`config.mk`:
```
export PLATFORM = sky130hd
export DESIGN_NAME = barrelShifter
export DESIGN_NICKNAME = d
export VERILOG_FILES = /design/src/hw/shifter_pkg.sv /design/src/hw/barrelShifter.sv /design/src/hw/directionStage.sv /design/src/hw/outputStage.sv /design/src/hw/shiftStage.sv
export VERILOG_INCLUDE_DIRS = /design/src /design/src/hw
export SDC_FILE = /design/constraint.sdc
export NUM_CORES = 1
export LEC_CHECK = 0
export ABC_AREA = 1
export ABC_CLOCK_PERIOD_IN_PS = 2750
export BUFFER_PORTS_ARGS = -buffer_cell sky130_fd_sc_hd__buf_2
export CORE_ASPECT_RATIO = 0.75
export CORE_MARGIN = 2
export CORE_UTILIZATION = 50
export DETAILED_ROUTE_END_ITERATION = 7
export PLACE_DENSITY = 0.68
export SYNTH_ARGS = -nofsm -noshare
export SYNTH_HDL_FRONTEND = slang
export SYNTH_SLANG_ARGS = --single-unit
export TNS_END_PERCENT = 5
```
`constraint.sdc`:
```
create_clock -name clk -period 2.75 [get_ports clk]
set_clock_uncertainty 0.1 [all_clocks]
set_input_delay 0.55 -clock clk [delete_from_list [all_inputs] [get_ports clk]]
set_output_delay 0.55 -clock clk [all_outputs]
set_load 0.005 [all_outputs]
```
`src/hw/shifter_macros.svh`:
```
/*
  Barrel shifter sizing constants.
  Word width, shift amount width and the pipeline depth
  from input sample to registered result.
*/

`ifndef SHIFTER_MACROS_SVH
`define SHIFTER_MACROS_SVH

// Data word width in bits
`define SHIFTER_WIDTH 64

// Shift amount width, enough to count 0 to SHIFTER_WIDTH-1
`define SHIFTER_AMT_BITS 6

// Cycles from input sample to output strobe
// One direction stage, one stage per amount bit, one output stage
`define SHIFTER_LATENCY 8

`endif

```
`src/hw/shifter_pkg.sv`:
```
/*
  Barrel shifter package.
  Shift mode encoding, word and amount types and the payload
  that travels between pipeline stages.
*/

`include "shifter_macros.svh"

package shifter_pkg;

	// ============================================================
	// Mode encoding
	// ============================================================

	// Bit 1 selects left, bit 0 selects arithmetic
	// Arithmetic left fills with zero, same as logical left
	typedef enum logic [1:0] {
		SHIFT_RIGHT = 2'b00,
		SHIFT_ASR   = 2'b01,
		SHIFT_LEFT  = 2'b10,
		SHIFT_ASL   = 2'b11
	} shiftMode;

	// ============================================================
	// Data types
	// ============================================================

	typedef logic [`SHIFTER_WIDTH-1:0] shiftWord;

	typedef logic [`SHIFTER_AMT_BITS-1:0] shiftAmt;

	// Payload handed from one stage to the next
	typedef struct packed {
		// One cycle strobe per item
		logic     valid;
		// Word is held bit-reversed
		logic     left;
		// Value shifted into vacated top bits
		logic     fill;
		// Remaining amount bits are consumed stage by stage
		shiftAmt  amt;
		shiftWord data;
	} stageBus;

endpackage

```
`src/hw/barrelShifter.sv`:
```
/*
  Pipelined 64-bit barrel shifter.
  Direction stage, one shift stage per amount bit and an output
  stage, each registered. A request sampled with inValid high
  returns on outValid SHIFTER_LATENCY cycles later.
*/

`timescale 1ns/1ps

`include "shifter_macros.svh"

module barrelShifter (
	input  logic                 clk,
	input  logic                 rstN,
	input  logic                 inValid,
	input  shifter_pkg::shiftWord inData,
	input  shifter_pkg::shiftAmt  inAmt,
	input  shifter_pkg::shiftMode inMode,
	output logic                 outValid,
	output shifter_pkg::shiftWord outData
);

	import shifter_pkg::*;

	// Bus k feeds shift stage k, the last one feeds the output stage
	stageBus stageLink [0:`SHIFTER_AMT_BITS];

	// ============================================================
	// Entry
	// ============================================================

	directionStage direction0 (
		.clk      (clk),
		.rstN     (rstN),
		.inValid  (inValid),
		.inData   (inData),
		.inAmt    (inAmt),
		.inMode   (inMode),
		.stageOut (stageLink[0])
	);

	// ============================================================
	// Shift chain
	// ============================================================

	// Largest stride first, 32 down to 1 for a 64-bit word
	for (genvar k = 0; k < `SHIFTER_AMT_BITS; k++) begin : gShift
		shiftStage #(
			.stride (1 << (`SHIFTER_AMT_BITS - 1 - k))
		) shift (
			.clk      (clk),
			.rstN     (rstN),
			.stageIn  (stageLink[k]),
			.stageOut (stageLink[k+1])
		);
	end

	// ============================================================
	// Exit
	// ============================================================

	outputStage output0 (
		.clk      (clk),
		.rstN     (rstN),
		.stageIn  (stageLink[`SHIFTER_AMT_BITS]),
		.outValid (outValid),
		.outData  (outData)
	);

endmodule

```
`src/hw/directionStage.sv`:
```
/*
  Direction stage of the barrel shifter.
  Decodes the mode into left flag and fill bit, reverses the
  word for left shifts and registers the stage payload.
*/

`timescale 1ns/1ps

module directionStage (
	input  logic                 clk,
	input  logic                 rstN,
	input  logic                 inValid,
	input  shifter_pkg::shiftWord inData,
	input  shifter_pkg::shiftAmt  inAmt,
	input  shifter_pkg::shiftMode inMode,
	output shifter_pkg::stageBus  stageOut
);

	import shifter_pkg::*;

	logic     leftSel;
	logic     fillSel;
	shiftWord dataRev;
	stageBus  nextBus;

	// ============================================================
	// Mode decode
	// ============================================================

	// Only arithmetic right copies the sign bit into the gap
	always_comb begin
		leftSel = 1'b0;
		fillSel = 1'b0;
		case (inMode)
			SHIFT_RIGHT: begin
				leftSel = 1'b0;
				fillSel = 1'b0;
			end
			SHIFT_ASR: begin
				leftSel = 1'b0;
				fillSel = inData[$bits(shiftWord)-1];
			end
			SHIFT_LEFT, SHIFT_ASL: begin
				leftSel = 1'b1;
				fillSel = 1'b0;
			end
			default: begin
				leftSel = 1'b0;
				fillSel = 1'b0;
			end
		endcase
	end

	// Left shifts run as right shifts on the mirrored word
	always_comb begin
		dataRev = {<<{inData}};
	end

	always_comb begin
		nextBus.valid = inValid;
		nextBus.left  = leftSel;
		nextBus.fill  = fillSel;
		nextBus.amt   = inAmt;
		nextBus.data  = leftSel ? dataRev : inData;
	end

	// Payload is not reset, only the strobe is cleared
	always_ff @(posedge clk) begin
		stageOut <= nextBus;
		if (!rstN) begin
			stageOut.valid <= 1'b0;
		end
	end

endmodule

```
`src/hw/outputStage.sv`:
```
/*
  Output stage of the barrel shifter.
  Mirrors the word back for left shifts, drops the control
  fields and registers the result and its strobe.
*/

`timescale 1ns/1ps

module outputStage (
	input  logic                 clk,
	input  logic                 rstN,
	input  shifter_pkg::stageBus  stageIn,
	output logic                 outValid,
	output shifter_pkg::shiftWord outData
);

	import shifter_pkg::*;

	shiftWord dataRev;
	shiftWord dataNext;

	// Undo the entry reversal so left results read normally
	always_comb begin
		dataRev = {<<{stageIn.data}};
	end

	always_comb begin
		if (stageIn.left) begin
			dataNext = dataRev;
		end else begin
			dataNext = stageIn.data;
		end
	end

	// ============================================================
	// Result registers
	// ============================================================

	always_ff @(posedge clk) begin
		if (!rstN) begin
			outValid <= 1'b0;
		end else begin
			outValid <= stageIn.valid;
		end
	end

	// Result word has no reset
	always_ff @(posedge clk) begin
		outData <= dataNext;
	end

endmodule

```
`src/hw/shiftStage.sv`:
```
/*
  Barrel shifter shift stage.
  Shifts the word right by a fixed stride when the matching
  amount bit is set, filling the vacated top bits with the
  fill bit, and registers the result.
*/

`timescale 1ns/1ps

module shiftStage #(
	// Power of two below the word width
	parameter int stride = 1
) (
	input  logic                clk,
	input  logic                rstN,
	input  shifter_pkg::stageBus stageIn,
	output shifter_pkg::stageBus stageOut
);

	import shifter_pkg::*;

	// Word width follows the package type
	localparam int width = $bits(shiftWord);

	// Amount bit whose weight equals the stride
	localparam int amtBit = $clog2(stride);

	logic     doShift;
	shiftWord shifted;
	stageBus  nextBus;

	// ============================================================
	// Conditional right shift by stride
	// ============================================================

	always_comb begin
		doShift = stageIn.amt[amtBit];
	end

	// Fill bit replicated into the top stride positions
	always_comb begin
		shifted = {{stride{stageIn.fill}}, stageIn.data[width-1:stride]};
	end

	always_comb begin
		nextBus.valid = stageIn.valid;
		nextBus.left  = stageIn.left;
		nextBus.fill  = stageIn.fill;
		nextBus.amt   = stageIn.amt;
		if (doShift) begin
			nextBus.data = shifted;
		end else begin
			nextBus.data = stageIn.data;
		end
	end

	// ============================================================
	// Stage register
	// ============================================================

	// Strobe clears on reset, data keeps flowing
	always_ff @(posedge clk) begin
		stageOut <= nextBus;
		if (!rstN) begin
			stageOut.valid <= 1'b0;
		end
	end

endmodule

```
==> results.sh, run 1 <==
export IMPL_grt_pass1_wl_um=56000
export IMPL_cts_buffers=50
export IMPL_async_flop_share=0
export IMPL_r2r_end="gShift[2].shift.stageOut[19]"
export IMPL_fin_util=0.571
export IMPL_ys_types=11
export IMPL_syn_num_nets=2239
export IMPL_syn_cell_area_mm2=0.0175
export IMPL_synth_edf_count=0
export IMPL_postRouteAntennaNets=0
export IMPL_diodes=0
export IMPL_cts_sinks=554
export IMPL_cp_top_family="flip-flops"
export IMPL_synthCells=2164
export IMPL_place_congestion=0.850
export IMPL_max_slew_margin_rel=0.314
export IMPL_die_height_um=166
export IMPL_ys_warn_count=0
export IMPL_yosysSeqAreaShare=0.636
export IMPL_crit_path_top_delay_cell="dfxtp_1"
export IMPL_synth_top_cell_area_share=0.636
export IMPL_p_int_mw=13.1
export IMPL_final_max_slew_viol_count=0
export IMPL_crit_start="output0.outData[35]"
export IMPL_via_count=12400
export IMPL_overflow=0
export IMPL_synth_seq_cells=554
export IMPL_area_delta_synth_final_pct=13.0
export IMPL_detail_route_first_pass_iterations=6
export IMPL_die_area_mm2=0.0364
export IMPL_placement_io_buffers=139
export IMPL_timing_reg2reg_setup_slack_ns=1.15
export IMPL_finalPower_mw=16.9
export IMPL_hold_path_class="input port to flop"
export IMPL_drc_errors=0
export IMPL_final_min_clock_period_ns=1.62
export IMPL_grt_pass1_vias=11600
export IMPL_swShare=0.227
export IMPL_rows=59
export IMPL_clk_latency_ns=0.56
export IMPL_clockRootBuffer="clkbuf_16"
export IMPL_cp_slowest_stage_delay_ns=0.30
export IMPL_tns_ns=0
export IMPL_crit_type="flop to primary output"
export IMPL_pwr_share_comb=0.068
export IMPL_path_max_fanout=1
export IMPL_htreeDepth=2
export IMPL_reg2reg_from="gShift[1].shift.stageOut[67]"
export IMPL_path_cells="buf_2"
export IMPL_cts_tree="built"
export IMPL_worst_ep_arrival_time_ns=0.97
export IMPL_yosysTopAreaCell="dfxtp_1"
export IMPL_track_usage=0.188
export IMPL_drive_gt1_frac=0.102
export IMPL_max_freq_mhz=619
export IMPL_drv_cap=0
export IMPL_grt_max_degree=66
export IMPL_initial_utilization=0.505
export IMPL_yosysMostFrequentCell="nand2_1"
export IMPL_endpoint="outData[35]"
export IMPL_cp_buffers_inverters=1
export IMPL_status="finished clean"
export IMPL_io_pin_count=140
export IMPL_wl_per_cell_um=12.0
export IMPL_clockPowerShare=0.384
export IMPL_vias_per_cell=4.48
export IMPL_worstSetupPathDepth=1
export IMPL_finalSetupViolCount=0
export IMPL_antenna_found_initial=0
export IMPL_synthFlopType="dfxtp_1"
export IMPL_cp_end_kind="primary output"
export IMPL_worstSetupStartpointType="flop"
export IMPL_worst_pin_slew_ns=1.03
export IMPL_hold_violations=0
export IMPL_p_per_area_mw_per_mm2=859
export IMPL_p_switching_mw=3.85
export IMPL_rsz0062_at_grt="false"
export IMPL_routed_wl_um=33200
export IMPL_seqPwrFrac=0.548
export IMPL_leakagePower_nw=10.5
export IMPL_drtIter0Drc=712
export IMPL_yosys_top_cells_count="nand2_1, dfxtp_1, buf_2, buf_4, buf_6"
export IMPL_path_clk_slew_ns=0.06
export IMPL_dp_hpwl_um=23700
export IMPL_synthTopCellsByArea="dfxtp_1, nand2_1, buf_4"
export IMPL_ir_drop_mv=0.453
export IMPL_r2r_cells=3
export IMPL_avgSynthCellArea_um2=8.06
export IMPL_finalNetCount=2340
export IMPL_cts_buffer_depth=3
export IMPL_die_x_um=220
export IMPL_core_mm2=0.0345
export IMPL_fin_crit_sh=0.588
export IMPL_postCtsSetupBuffers=0
export IMPL_crit_required_ns=2.10
worst min-delay path, stage by stage:
cell	delay (ns)
buf_2	0.09
nand2_1	0.04
nand2_1	0.04
final cells by class:
| class | instances | area, um2 |
|---|---|---|
| Tap cell | 457 | 572 |
| Sequential cell | 554 | 11100 |
| Clock buffer | 80 | 1530 |
| Timing Repair Buffer | 154 | 823 |
| Clock inverter | 8 | 46.3 |
| Multi-Input combinational cell | 1488 | 5590 |
| Inverter | 17 | 73.8 |
| Fill cell | 3225 | 14800 |
repair_timing:
action,4_1_cts,5_1_grt
gates resized for setup,0,0
endpoints found under the hold margin,6,0
hold buffers,6,0
cell families after synthesis:
family                 synth area share
DFF                               0.636
buffers and inverters            0.0441
and+or+nand+nor                   0.320
placed cells by master (no fill, tap or decap), types with 2 or more instances in the layout:
cell type and instances:
clkbuf_8 14, clkinv_2 6, dfxtp_2 4, dfxtp_1 550
clkbuf_16 51, buf_4 9, buf_2 139, inv_2 4
dlygate4sd3_1 6, clkbuf_1 15, nand2_1 1485, inv_4 4
inv_1 9, nand2_2 2
stage by stage:
step	std cells	hold WS (ns)	setup WS, ns	cell area (um2)
finish	2758	0.0808	1.13	19700
global route	2758	0.0753	0.991	19700
CTS	2758	0.0593	1.10	19700
detailed placement	2664	0.212	0.907	18100
global placement	2664	0.212	0.963	18100
floorplan	2164	0.210	1.61	17500
flip-flops by register name (all words and copies together) (netlist names):
signal / cells
output0.outValid: 1
direction0.stageOut: 73
output0.outData: 64
gShift.shift.stageOut: 416
power groups by stage:
stage / sequential [mW] / combinational (mW) / clock, mW
after detailed placement: 9.47 / 1.15 / 0
final: 9.29 / 1.16 / 6.50
after global routing: 9.38 / 1.37 / 7.04
after global placement: 9.46 / 1.13 / 0
after CTS: 9.29 / 1.17 / 6.69
after floorplan: 9.33 / 0.833 / 0
worst min-delay path by stage:
stage,start,endpoint,slack (ns),cells after the start
final,inData[8],direction0.stageOut[8],0.08,3
after global routing,inData[28],direction0.stageOut[28],0.08,3
after CTS,inData[28],direction0.stageOut[28],0.06,3
after detailed placement,gShift[4].shift.stageOut[71],gShift[5].shift.stageOut[71],0.21,0
after global placement,gShift[0].shift.stageOut[64],gShift[1].shift.stageOut[64],0.21,0
after floorplan,direction0.stageOut[64],gShift[0].shift.stageOut[64],0.21,0
metal layers:
layer  GRT usage  up-vias  share of wire
li1            -     6648              -
met4      0.0461        0          0.017
met5           0        -              0
met3      0.0344       49          0.049
met1       0.275     5406           0.51
met2       0.287      248           0.42
(Power assumes the default switching activity.)
==> run 2: changes to the inputs <==
- ABC_CLOCK_PERIOD_IN_PS: 2750 -> 1300
- PLACE_DENSITY: 0.68 -> 0.71
- clock period: 2.75 -> 1.3 ns (I/O delays scaled with it)
==> results.sh, run 2 (same netlist as run 1, synthesis figures left out) <==
export IMPL_cp_buffers_inverters=1
export IMPL_cp_end_kind="primary output"
export IMPL_grt_max_degree=66
export IMPL_path_max_fanout=1
export IMPL_fin_ws_ns=-0.0456
export IMPL_path_clk_slew_ns=0.07
export IMPL_finalSetupViolCount=66
export IMPL_cp_top_family="flip-flops"
export IMPL_swShare=0.228
export IMPL_dp_slack_ns=-0.157
export IMPL_rsz0062_at_grt="true"
export IMPL_timing_reg2reg_setup_slack_ns=0.10
export IMPL_place_area_mm2=0.0183
export IMPL_grt_pass1_wl_um=61700
export IMPL_finalNetCount=2447
export IMPL_vias_per_cell=4.53
export IMPL_clockRootBuffer="clkbuf_16"
export IMPL_antenna_found_initial=0
export IMPL_cts_sinks=554
export IMPL_path_cells="buf_2"
export IMPL_fin_crit_sh=1.04
export IMPL_cts_buffers=49
export IMPL_p_int_mw=28.8
export IMPL_finalPower_mw=37.3
export IMPL_drv_cap=0
export IMPL_drive_gt1_frac=0.110
export IMPL_reg_largest_list="gShift.shift.stageOut (416), direction0.stageOut (73), output0.outData (64)"
export IMPL_largest_reg_flops=416
export IMPL_layout_commonest_cell="nand2_1"
export IMPL_die_height_um=166
export IMPL_hold_violations=0
export IMPL_p_per_area_mw_per_mm2=1770
export IMPL_crit_path_top_delay_cell="dfxtp_2"
export IMPL_wl_per_cell_um=12.9
export IMPL_post_route_cell_area_mm2=0.0211
export IMPL_clk_latency_ns=0.56
export IMPL_place_congestion=0.855
export IMPL_drc_errors=0
export IMPL_die_x_um=220
export IMPL_final_max_slew_viol_count=0
export IMPL_diodes=0
export IMPL_crit_required_ns=0.94
export IMPL_io_pin_count=140
export IMPL_worst_pin_slew_ns=0.575
export IMPL_final_min_clock_period_ns=1.35
export IMPL_overflow=0
export IMPL_ir_drop_mv=1.12
export IMPL_worst_ep_arrival_time_ns=0.99
export IMPL_postRouteAntennaNets=0
export IMPL_seqPwrFrac=0.528
export IMPL_cp_slowest_stage_delay_ns=0.31
export IMPL_cts_buffer_depth=3
export IMPL_hold_path_class="input port to flop"
export IMPL_most_common_layout_cells="nand2_1, dfxtp_1, buf_2"
export IMPL_cts_tree="built"
export IMPL_status="complete, but fails checks"
export IMPL_detail_route_first_pass_iterations=5
export IMPL_p_switching_mw=8.49
export IMPL_clockPowerShare=0.395
export IMPL_die_area_mm2=0.0364
export IMPL_max_slew_margin_rel=0.617
export IMPL_htreeDepth=2
export IMPL_leakagePower_nw=11.1
export IMPL_pwr_share_comb=0.077
export IMPL_via_count=13000
export IMPL_core_mm2=0.0345
export IMPL_rows=59
export IMPL_top_register="gShift.shift.stageOut"
export IMPL_crit_type="flop to primary output"
export IMPL_placement_io_buffers=139
export IMPL_area_delta_synth_final_pct=20.9
export IMPL_dp_hpwl_um=24000
export IMPL_hold_slack_ns=0.0546
export IMPL_drtIter0Drc=967
export IMPL_max_freq_mhz=743
export IMPL_grt_pass1_vias=12800
export IMPL_violations="setup timing"
export IMPL_track_usage=0.207
export IMPL_routed_wl_um=37100
export IMPL_initial_utilization=0.505
export IMPL_worstSetupStartpointType="flop"
[run 2: cell count changes in the layout (fill, tap and decap cells not counted), sizes merged]
cell,change
dlymetal6s4s,+5
dlygate4sd3,+95
clkinv,+5
clkbuf,-13
bufinv,+7
buf,+8
clkinvlp,+1
[run 2: final timing paths]
| kind | start | endpoint | depth (start not counted) |
|---|---|---|---|
| hold / removal | inMode[1] | direction0.stageOut[71] | 2 |
| setup / recovery | output0.outData[28] | outData[28] | 1 |
| hold reg to reg | gShift[1].shift.stageOut[64] | gShift[2].shift.stageOut[64] | 0 |
| setup reg to reg | direction0.stageOut[69] | gShift[0].shift.stageOut[50] | 4 |
[run 2: routing by layer]
layer / wire length [um] / vias to the layer above / track usage / share of wire
li1: - / 6854 / - / -
met1: 17600 / 5718 / 0.281 / 0.48
met2: 16500 / 336 / 0.334 / 0.44
met3: 1920 / 80 / 0.0392 / 0.052
met4: 1070 / 0 / 0.0674 / 0.029
met5: 0 / - / 0 / 0
[run 2: timing repair]
action	in CTS	in global routing
gates resized for setup	9	27
pin swaps	0	2
hold endpoints to repair	79	0
setup buffers	0	0
endpoints found under the setup margin	129	172
hold buffers	106	0
[run 2: power by group through the flow]
stage	combinational [mW]	clock [mW]	sequential (mW)
floorplan	1.76	0	19.7
global placement	2.45	0	20.0
detailed placement	2.51	0	20.0
CTS	2.81	15.1	19.7
global route	3.32	15.8	19.9
finish	2.87	14.7	19.7
[run 2: cell type report]
class	count	area [um2]
fillers	2928	13500
flip-flops and latches	554	11100
multi-input cells	1488	5590
repair buffers	262	2060
clock buffers	67	1370
well taps	457	572
clock inverters	21	297
inverters	17	86.3
[run 2: metrics by stage]
step / utilization / setup TNS, ns / instances
finish: 0.611 / -1.80 / 2866
global route: 0.611 / -4.69 / 2866
CTS: 0.608 / -3.82 / 2866
detailed placement: 0.529 / -5.87 / 2672
global placement: 0.529 / -1.19 / 2672
floorplan: - / 0 / 2164
